### config.mk
export PLATFORM = sky130hd
export DESIGN_NAME = io_subsystem
export DESIGN_NICKNAME = d
export VERILOG_FILES = /design/src/retro_io_pkg.sv /design/src/apb_io_bridge.sv /design/src/zxuno_regs.sv /design/src/flash_spi.sv /design/src/audio_mixer.sv /design/src/io_subsystem.sv
export SDC_FILE = /design/constraint.sdc
export NUM_CORES = 1
export LEC_CHECK = 0
export BUFFER_PORTS_ARGS = -buffer_cell sky130_fd_sc_hd__buf_2
export CORE_MARGIN = 3
export CORE_UTILIZATION = 48
export CTS_BUF_LIST = sky130_fd_sc_hd__clkbuf_16
export DETAILED_ROUTE_END_ITERATION = 10
export HOLD_SLACK_MARGIN = 0.06
export PLACE_DENSITY = 0.72
export SLEW_MARGIN = 25
export SYNTH_ARGS = -nofsm -noshare
export SYNTH_HDL_FRONTEND = slang
export SYNTH_SLANG_ARGS = --single-unit
export TNS_END_PERCENT = 5
### constraint.sdc
create_clock -name clk -period 2.02 [get_ports clk]
set_clock_uncertainty 0.1 [all_clocks]
set_input_delay 0.101 -clock clk [delete_from_list [all_inputs] [get_ports clk]]
set_output_delay 0.101 -clock clk [all_outputs]
set_load 0.01 [all_outputs]
### src/retro_io_pkg.sv
`default_nettype none

package retro_io_pkg;

  // Widths with a meaning
  typedef logic [15:0] io_addr_t;     // Full port address
  typedef logic [7:0]  io_data_t;     // Data byte
  typedef logic [7:0]  zx_reg_t;      // Extension register number
  typedef logic [7:0]  audio_level_t; // Mixer level
  typedef logic [4:0]  joy_t;         // Right, left, down, up, fire

  ////////////////////////////////////////
  // Bus structs
  ////////////////////////////////////////
  typedef struct packed {
    logic     psel;
    logic     penable;
    logic     pwrite;
    io_addr_t paddr;
    io_data_t pwdata;
  } apb_req_t;

  typedef struct packed {
    io_data_t prdata;
    logic     pready;
  } apb_rsp_t;

  // One I/O cycle, valid for the whole access phase
  typedef struct packed {
    logic     valid;
    logic     write;
    io_addr_t addr;
    io_data_t wdata;
  } io_req_t;

  typedef struct packed {
    logic     hit;   // Address decoded here
    logic     ready; // Cycle completes
    io_data_t rdata;
  } io_rsp_t;

  // Extension register access
  typedef struct packed {
    logic     valid;
    logic     write;
    zx_reg_t  reg_num;
    io_data_t wdata;
  } reg_req_t;

  ////////////////////////////////////////
  // Ports and registers
  ////////////////////////////////////////
  localparam io_addr_t PORT_REG_ADDR    = 16'hFC3B;
  localparam io_addr_t PORT_REG_DATA    = 16'hFD3B;
  localparam logic [7:0] PORT_KEMPSTON_LO = 8'h1F; // Low byte only
  localparam zx_reg_t  REG_FLASH_DATA   = 8'h02;
  localparam zx_reg_t  REG_FLASH_CS     = 8'h03;

  // SPI clock derived from clk
  localparam int SPI_HALF_PERIOD = 2;
  localparam int SPI_HALF_W      = $clog2(SPI_HALF_PERIOD);

  // Mixer weights
  localparam audio_level_t LEVEL_SPK = 8'd128;
  localparam audio_level_t LEVEL_EAR = 8'd64;
  localparam audio_level_t LEVEL_MIC = 8'd32;

  localparam io_data_t UNMAPPED_DATA = 8'hFF; // Floating bus

endpackage

`default_nettype wire

### src/apb_io_bridge.sv
`timescale 1ns/1ns
`default_nettype none

// APB to I/O cycle bridge with the Kempston port and the read-data priority mux
module apb_io_bridge
  import retro_io_pkg::*;
(
  input  wire      clk,
  input  wire      reset,
  input  wire      apb_req_t apb_in,
  input  wire      joy_t     joy,
  input  wire      io_rsp_t  regs_rsp,
  input  wire      io_rsp_t  mixer_rsp,
  output apb_rsp_t apb_out,
  output io_req_t  io_req
);

  joy_t    joy_q;     // Registered buttons
  logic    kemp_hit;
  io_rsp_t kemp_rsp;

  ////////////////////////////////////////
  // I/O cycle from the access phase
  ////////////////////////////////////////
  // Setup phase is ignored, the cycle only exists while penable is high
  always_comb begin
    io_req.valid = apb_in.psel && apb_in.penable;
    io_req.write = apb_in.pwrite;
    io_req.addr  = apb_in.paddr;
    io_req.wdata = apb_in.pwdata;
  end

  ////////////////////////////////////////
  // Kempston joystick
  ////////////////////////////////////////
  always_ff @(posedge clk) begin
    if (reset) begin
      joy_q <= '0;
    end else begin
      joy_q <= joy; // One stage, buttons are asynchronous
    end
  end

  // Only the low address byte is decoded, as on the real machine
  assign kemp_hit = io_req.valid && !io_req.write &&
                    (io_req.addr[7:0] == PORT_KEMPSTON_LO);

  always_comb begin
    kemp_rsp.hit   = kemp_hit;
    kemp_rsp.ready = 1'b1;               // Never waits
    kemp_rsp.rdata = {3'b000, joy_q};    // Upper bits read as zero
  end

  ////////////////////////////////////////
  // Response priority mux
  ////////////////////////////////////////
  // Order: extension registers, Kempston, mixer, then floating bus
  always_comb begin
    if (regs_rsp.hit) begin
      apb_out.prdata = regs_rsp.rdata;
      apb_out.pready = regs_rsp.ready;   // May stall on a flash transfer
    end else if (kemp_rsp.hit) begin
      apb_out.prdata = kemp_rsp.rdata;
      apb_out.pready = kemp_rsp.ready;
    end else if (mixer_rsp.hit) begin
      apb_out.prdata = mixer_rsp.rdata;
      apb_out.pready = mixer_rsp.ready;
    end else begin
      // Nobody claims the port
      apb_out.prdata = UNMAPPED_DATA;
      apb_out.pready = 1'b1;
    end
  end

endmodule

`default_nettype wire

### src/zxuno_regs.sv
`timescale 1ns/1ns
`default_nettype none

// ZX-Uno extension register address/data port pair
module zxuno_regs
  import retro_io_pkg::*;
(
  input  wire      clk,
  input  wire      reset,
  input  wire      io_req_t io_req,
  input  wire      io_rsp_t flash_rsp,
  output io_rsp_t  io_rsp,
  output reg_req_t reg_req
);

  zx_reg_t reg_addr;  // Currently selected register
  logic    hit_addr;  // Access to 0xFC3B
  logic    hit_data;  // Access to 0xFD3B

  assign hit_addr = io_req.valid && (io_req.addr == PORT_REG_ADDR);
  assign hit_data = io_req.valid && (io_req.addr == PORT_REG_DATA);

  // Address port is zero-wait, latched when the cycle completes
  always_ff @(posedge clk) begin
    if (reset) begin
      reg_addr <= '0;
    end else if (hit_addr && io_req.write) begin
      reg_addr <= io_req.wdata;
    end
  end

  ////////////////////////////////////////
  // Data port forwarding
  ////////////////////////////////////////
  always_comb begin
    reg_req.valid   = hit_data;
    reg_req.write   = io_req.write;
    reg_req.reg_num = reg_addr;      // Selected register
    reg_req.wdata   = io_req.wdata;
  end

  always_comb begin
    io_rsp.hit = hit_addr || hit_data;
    if (hit_addr) begin
      io_rsp.ready = 1'b1;
      io_rsp.rdata = reg_addr;       // Readback of the address
    end else if (flash_rsp.hit) begin
      io_rsp.ready = flash_rsp.ready; // Stalls while SPI busy
      io_rsp.rdata = flash_rsp.rdata;
    end else begin
      // Unimplemented register
      io_rsp.ready = 1'b1;
      io_rsp.rdata = UNMAPPED_DATA;
    end
  end

endmodule

`default_nettype wire

### src/flash_spi.sv
`timescale 1ns/1ns
`default_nettype none

// SPI mode 0 byte master for the boot flash, registers 0x02 and 0x03
module flash_spi
  import retro_io_pkg::*;
(
  input  wire     clk,
  input  wire     reset,
  input  wire     reg_req_t reg_req,
  input  wire     flash_do,
  output io_rsp_t reg_rsp,
  output logic    flash_cs_n,
  output logic    flash_clk,
  output logic    flash_di
);

  typedef enum logic {ST_IDLE, ST_SHIFT} spi_state_t;

  spi_state_t            state;
  io_data_t              shreg;     // Out on MSB, in at LSB
  io_data_t              rx_buf;    // Last received byte
  logic [2:0]            bit_cnt;
  logic [SPI_HALF_W-1:0] half_cnt;
  logic                  sclk;
  logic                  din_q;     // flash_do taken at the rise
  logic                  cs_q;
  logic                  busy;
  logic                  hit_data, hit_cs, start, half_end;

  assign busy     = (state == ST_SHIFT);
  assign hit_data = reg_req.valid && (reg_req.reg_num == REG_FLASH_DATA);
  assign hit_cs   = reg_req.valid && (reg_req.reg_num == REG_FLASH_CS);
  assign start    = hit_data && reg_req.write && !busy; // Write completes here
  assign half_end = (half_cnt == SPI_HALF_W'(SPI_HALF_PERIOD - 1));

  ////////////////////////////////////////
  // Control FSM and clock generation
  ////////////////////////////////////////
  always_ff @(posedge clk) begin
    if (reset) begin
      state    <= ST_IDLE;
      bit_cnt  <= '0;
      half_cnt <= '0;
      sclk     <= 1'b0;
      cs_q     <= 1'b1; // Deselected
    end else begin
      if (hit_cs && reg_req.write) cs_q <= reg_req.wdata[0];
      case (state)
        ST_IDLE: begin
          if (start) begin
            state    <= ST_SHIFT;
            bit_cnt  <= '0;
            half_cnt <= '0;
            sclk     <= 1'b0;
          end
        end
        ST_SHIFT: begin
          half_cnt <= half_end ? '0 : half_cnt + 1'b1;
          if (half_end) begin
            sclk <= ~sclk;            // Low half then high half
            if (sclk) begin           // Falling edge ends the bit
              bit_cnt <= bit_cnt + 1'b1;
              if (bit_cnt == 3'd7) state <= ST_IDLE;
            end
          end
        end
        default: state <= ST_IDLE;
      endcase
    end
  end

  // Data path, shift on the fall so MOSI is stable across the rise
  always_ff @(posedge clk) begin
    if (start) begin
      shreg <= reg_req.wdata;
    end else if (busy && half_end) begin
      if (!sclk) begin
        din_q <= flash_do;                     // Sample on the rise
      end else begin
        shreg <= {shreg[6:0], din_q};
        if (bit_cnt == 3'd7) rx_buf <= {shreg[6:0], din_q};
      end
    end
  end

  ////////////////////////////////////////
  // Outputs
  ////////////////////////////////////////
  assign flash_clk  = sclk;
  assign flash_cs_n = cs_q;
  assign flash_di   = busy && shreg[7]; // Quiet low between transfers

  always_comb begin
    reg_rsp.hit   = hit_data || hit_cs;
    reg_rsp.ready = !(hit_data && busy);  // Data register waits out a transfer
    reg_rsp.rdata = hit_cs ? {7'h7F, cs_q} : rx_buf;
  end

endmodule

`default_nettype wire

### src/audio_mixer.sv
`timescale 1ns/1ns
`default_nettype none

// Port 0xFE beeper and mic latch with a first-order sigma-delta DAC
module audio_mixer
  import retro_io_pkg::*;
(
  input  wire     clk,
  input  wire     reset,
  input  wire     io_req_t io_req,
  input  wire     ear,
  output io_rsp_t io_rsp,
  output logic    audio_out
);

  logic         hit;
  logic         spk;        // Port bit 4
  logic         mic;        // Port bit 3
  audio_level_t level_sum;  // Weighted sources
  audio_level_t level;      // Registered DAC input
  audio_level_t acc;

  // ULA decodes A0 only, so every even port lands here
  assign hit = io_req.valid && !io_req.addr[0];

  always_comb begin
    io_rsp.hit   = hit;
    io_rsp.ready = 1'b1;
    io_rsp.rdata = {1'b1, ear, 6'h3F}; // EAR on bit 6, rest high
  end

  ////////////////////////////////////////
  // Source weighting
  ////////////////////////////////////////
  // Weights are powers of two and never overflow 8 bits
  always_comb begin
    level_sum = '0;
    if (spk) level_sum = level_sum + LEVEL_SPK;
    if (ear) level_sum = level_sum + LEVEL_EAR;
    if (mic) level_sum = level_sum + LEVEL_MIC;
  end

  always_ff @(posedge clk) begin
    if (reset) begin
      spk <= 1'b0;
      mic <= 1'b0;
    end else if (hit && io_req.write) begin
      spk <= io_req.wdata[4];
      mic <= io_req.wdata[3];
    end
  end

  ////////////////////////////////////////
  // Sigma-delta DAC
  ////////////////////////////////////////
  // Carry out of the accumulator is the bitstream, density level/256
  always_ff @(posedge clk) begin
    if (reset) begin
      level     <= '0;
      acc       <= '0;
      audio_out <= 1'b0;
    end else begin
      level            <= level_sum; // One cycle behind the latch
      {audio_out, acc} <= {1'b0, acc} + {1'b0, level};
    end
  end

endmodule

`default_nettype wire

### src/io_subsystem.sv
`timescale 1ns/1ns
`default_nettype none

// I/O side of the machine: APB bridge, extension registers, flash SPI, audio
module io_subsystem
  import retro_io_pkg::*;
(
  input  wire      clk,
  input  wire      reset,
  input  wire      apb_req_t apb_in,
  input  wire      joy_t     joy,
  input  wire      ear,        // Tape input
  input  wire      flash_do,
  output apb_rsp_t apb_out,
  output logic     flash_cs_n,
  output logic     flash_clk,
  output logic     flash_di,
  output logic     audio_out   // 1-bit DAC stream
);

  io_req_t  io_req;     // Shared I/O cycle
  io_rsp_t  regs_rsp;
  io_rsp_t  mixer_rsp;
  reg_req_t reg_req;    // Data-port access to a register
  io_rsp_t  flash_rsp;

  ////////////////////////////////////////
  // Host bridge
  ////////////////////////////////////////
  apb_io_bridge u_bridge (
    .clk       (clk),
    .reset     (reset),
    .apb_in    (apb_in),
    .joy       (joy),
    .regs_rsp  (regs_rsp),
    .mixer_rsp (mixer_rsp),
    .apb_out   (apb_out),
    .io_req    (io_req)
  );

  ////////////////////////////////////////
  // Peripherals
  ////////////////////////////////////////
  zxuno_regs u_regs (
    .clk       (clk),
    .reset     (reset),
    .io_req    (io_req),
    .flash_rsp (flash_rsp),
    .io_rsp    (regs_rsp),
    .reg_req   (reg_req)
  );

  // Sits behind registers 0x02 and 0x03
  flash_spi u_flash (
    .clk        (clk),
    .reset      (reset),
    .reg_req    (reg_req),
    .flash_do   (flash_do),
    .reg_rsp    (flash_rsp),
    .flash_cs_n (flash_cs_n),
    .flash_clk  (flash_clk),
    .flash_di   (flash_di)
  );

  audio_mixer u_mixer (
    .clk       (clk),
    .reset     (reset),
    .io_req    (io_req),
    .ear       (ear),
    .io_rsp    (mixer_rsp),
    .audio_out (audio_out)
  );

endmodule

`default_nettype wire

==> summary.json <==
{
  "run_status": {
    "status": "finished with violations",
    "violations": "setup timing"
  },
  "sta": {
    "post_layout_min_period_ns": 2.04,
    "setup_violations": 8,
    "max_freq_ghz": 0.490,
    "max-slew-margin-rel_pct": 58.1,
    "final.period_utilization_pct": 101,
    "final-hold-violation-count": 0,
    "worst_pin_slew_ns": 0.628,
    "final.setup.worst_slack_ns": -0.0207,
    "final-max-slew-violation-count": 0,
    "finalSetupTns_ns": -0.119,
    "grt_setup_unrepaired": "yes"
  },
  "worst_setup_path": {
    "critical-path-slowest-cell": "or4_4",
    "max_stage_delay_ns": 0.55,
    "worstPathCellList": "nor4b_4, nand3b_4, or4_4, mux2_4",
    "critical_setup_path_kind": "reg2reg",
    "setup.worst_path.start_class": "flop",
    "critPathTopFamily": "simple AND/OR/NAND/NOR gates",
    "crit_path_max_fanout": 10,
    "worstSetupEndpointType": "flop",
    "r2r_cells": 4,
    "worst-endpoint-arrival_ns": 1.97,
    "worstPathBufferInverterCount": 0,
    "setup.reg_to_reg.worst_slack_ns": -0.02,
    "worst_r2r_endpoint": "u_flash.shreg[1]",
    "critical_path_required_ns": 1.95,
    "rr_startpoint": "u_regs.reg_addr[7]"
  },
  "pwr": {
    "p_per_area_mw_per_mm2": 669,
    "cellLeakagePower_nw": 1.20,
    "peakVddDrop_uv": 640
  },
  "logic_synthesis": {
    "postSynthAreaPerCell_um2": 10.6,
    "synth.yosys.seq_area_share_pct": 50.4,
    "synth_edf_count": 17,
    "synth-simple-area-share_pct": 22.7,
    "asyncSetResetFlopFracSynth_pct": 0,
    "synthMostInstantiatedCell": "dfxtp_1",
    "synth_fa_ha_area_share_pct": 3.82,
    "post_synth_num_cell_types": 39,
    "synthTopCellsByCount": "29 x dfxtp_1, 23 x nor2_1, 17 x edfxtp_1",
    "syn_area_mm2": 0.00216,
    "postSynthRegisterBits": 46,
    "post-synth-top-area-cell": "dfxtp_1",
    "ys_dominant_reg_cell": "dfxtp_1",
    "yosys-mux-area-fraction_pct": 6.94,
    "synthDominantCellAreaShare_pct": 26.8,
    "syn_inst": 205,
    "synth-xor-area-share_pct": 0.405,
    "synth.yosys.warnings": 0,
    "ys_top_cells_by_area": "dfxtp_1 27%, edfxtp_1 24%, mux2_4 5.6%",
    "synth_nets": 247,
    "synth_top_family_by_area": "simple AND/OR/NAND/NOR gates",
    "synth-compound-area-share_pct": 12.3
  },
  "run": {
    "max_cap_viol_count": 0
  },
  "placement": {
    "placement.io_buffers": 48,
    "finalWeightedCongestion": 0.828,
    "total_half_perimeter_wirelength_after_legalization_and_detailed_placement_um": 3640
  },
  "die": {
    "floorplan.io_pins": 49,
    "fp-row-count": 23,
    "dieHeight_um": 73.1,
    "floorplan.die_area_mm2": 0.00535,
    "initial_utilization_pct": 51.8,
    "core_region_area_mm2": 0.00417,
    "fp.dieW_um": 73.1
  },
  "final_layout": {
    "insertedDiodeCount": 0,
    "postLayoutCoreUtil_pct": 67.6,
    "num-fill-cells": 329,
    "layout-drive-gt1-share_pct": 30.2,
    "nets_final": 319,
    "area_growth_syn_to_layout_pct": 30.3
  },
  "detailed_routing": {
    "routed-via-count": 1819,
    "route.antenna.remaining_nets": 0,
    "topRoutingLayerUsed": "met4",
    "detail_route.wl_per_cell_um": 15.9,
    "drt_wl_total_um": 5210,
    "routed-wl-met2_um": 2520,
    "drt_first_iter_violations": 128,
    "drt_first_pass_iters": 4,
    "drt-met1-wl_um": 2360,
    "met3_wirelength_um": 286,
    "route.detailed.vias_per_inst": 5.55,
    "drc": 0
  },
  "min_path": {
    "start_point_of_the_worst_hold_path": "apb_in[24]",
    "min_delay_worst_endpoint": "u_flash.flash_cs_n",
    "worst_hold_path.num_cells": 4,
    "worst_hold_path_type": "in2reg"
  },
  "clock_tree": {
    "clk_pin_slew_ns": 0.06,
    "cts_inserted_buffers": 5,
    "clock_latency_late_sink_ns": 0.28,
    "clock-sinks": 46,
    "cts-htree-levels": 2,
    "ctsLongestPathBuffers": 2,
    "clock_tree_from_tritoncts": "yes",
    "root_buffer": "clkbuf_16"
  },
  "global_routing": {
    "grt.total_usage_pct": 21.0,
    "first_global_vias": 1789,
    "grt_overflow": 0,
    "grt_max_degree": 37,
    "initial_antenna_violation_count": 0,
    "grt_first_pass_wirelength_um": 8510
  }
}
[power breakdown]
part | internal [W] | total, W | switching [W]
logic | 0.0000690 | 0.000133 | 0.0000641
clock network | 0.000452 | 0.000784 | 0.000331
registers | 0.000965 | 0.000969 | 0.00000416
total | 0.00149 | 0.00189 | 0.000400
[area by class of cell]
cell class,count,area (µm²),area share [%]
sequential,46,1090,38.8
tap,50,62.6,2.22
timing repair buffer,77,499,17.7
multi-input combinational,141,1000,35.5
inverter,6,22.5,0.799
clock buffer,5,125,4.44
clock inverter,3,15.0,0.533
[state kept, by name (all words and copies together) (netlist names)]
signal and count:
u_flash.rx_buf 8, u_flash.shreg 8, u_regs.reg_addr 8, u_bridge.joy_q 5, u_flash.bit_cnt 3, u_mixer.acc 3, u_mixer.level 3, u_flash.busy 1
u_flash.din_q 1, u_flash.flash_clk 1, u_flash.flash_cs_n 1, u_flash.half_cnt 1, u_mixer.audio_out 1, u_mixer.mic 1, u_mixer.spk 1
[stage by stage]
step | worst slack, ns | std cells | area, µm² | hold WS, ns | total power, W
6_report | -0.0207 | 328 | 2820 | 0.121 | 0.00189
3_3_place_gp | -0.00367 | 305 | 2520 | 0.178 | 0.00110
2_1_floorplan | -0.0162 | 205 | 2170 | 0.0999 | 0.00104
4_1_cts | -0.0353 | 328 | 2820 | 0.117 | 0.00189
5_1_grt | -0.0791 | 328 | 2820 | 0.151 | 0.00194
3_5_place_dp | -0.0373 | 305 | 2520 | 0.179 | 0.00110
[kinds of logic (layout without fill, tap and decap cells)]
logic type / after synthesis / count (layout)
fa+ha+maj: 6 / 6
buf+inv: 18 / 91
mux: 11 / 11
simple gates: 80 / 80
xor+xnor: 1 / 1
compound gates: 43 / 43
flops: 46 / 46
[layout by cell type (no fill, tap or decap), types with 4 or more instances in the layout]
cell type | netlist | routed
a21oi_1 | 16 | 16
and2_1 | 4 | 4
buf_2 | 0 | 48
buf_4 | 0 | 13
clkbuf_16 | 0 | 5
dfxtp_1 | 29 | 27
dlygate4sd3_1 | 0 | 15
edfxtp_1 | 17 | 17
ha_1 | 5 | 5
inv_1 | 6 | 6
mux2_4 | 8 | 8
nand2_1 | 7 | 7
nand4_1 | 10 | 10
nor2_1 | 23 | 23
nor2b_1 | 10 | 10
o22ai_1 | 8 | 8
o31ai_1 | 11 | 11
[worst max-delay path by stage]
stage               depth (start not counted)  slack, ns                from                to
CTS                                         4      -0.04  u_regs.reg_addr[7]  u_flash.shreg[1]
detailed placement                          6      -0.04          apb_in[15]  u_flash.shreg[1]
finish                                      4      -0.02  u_regs.reg_addr[7]  u_flash.shreg[1]
floorplan                                   5      -0.02  u_regs.reg_addr[4]  u_flash.shreg[0]
global placement                            6     -0.004          apb_in[15]  u_flash.shreg[7]
global route                                4      -0.08  u_regs.reg_addr[4]  u_flash.shreg[2]
[worst min-delay path, delay by kind of cell]
family | cells | cell delay, ns
buffers and inverters | 1 | 0.13
AND/OR/NAND/NOR | 2 | 0.11
multiplexers | 1 | 0.11
[per-layer routing]
layer  GRT usage (%)  vias up
met5               0        -
met1            27.3      867
met2            34.4       48
met4            6.15        0
met3            5.37        5
li1                -      899
[repair_timing]
action | in CTS | in global routing
endpoints found under the setup margin | 16 | 16
buffers inserted | 0 | 0
hold buffers | 15 | 0
hold endpoints to repair | 18 | 0
gates resized for setup | 1 | 0
(Power assumes the default switching activity.)
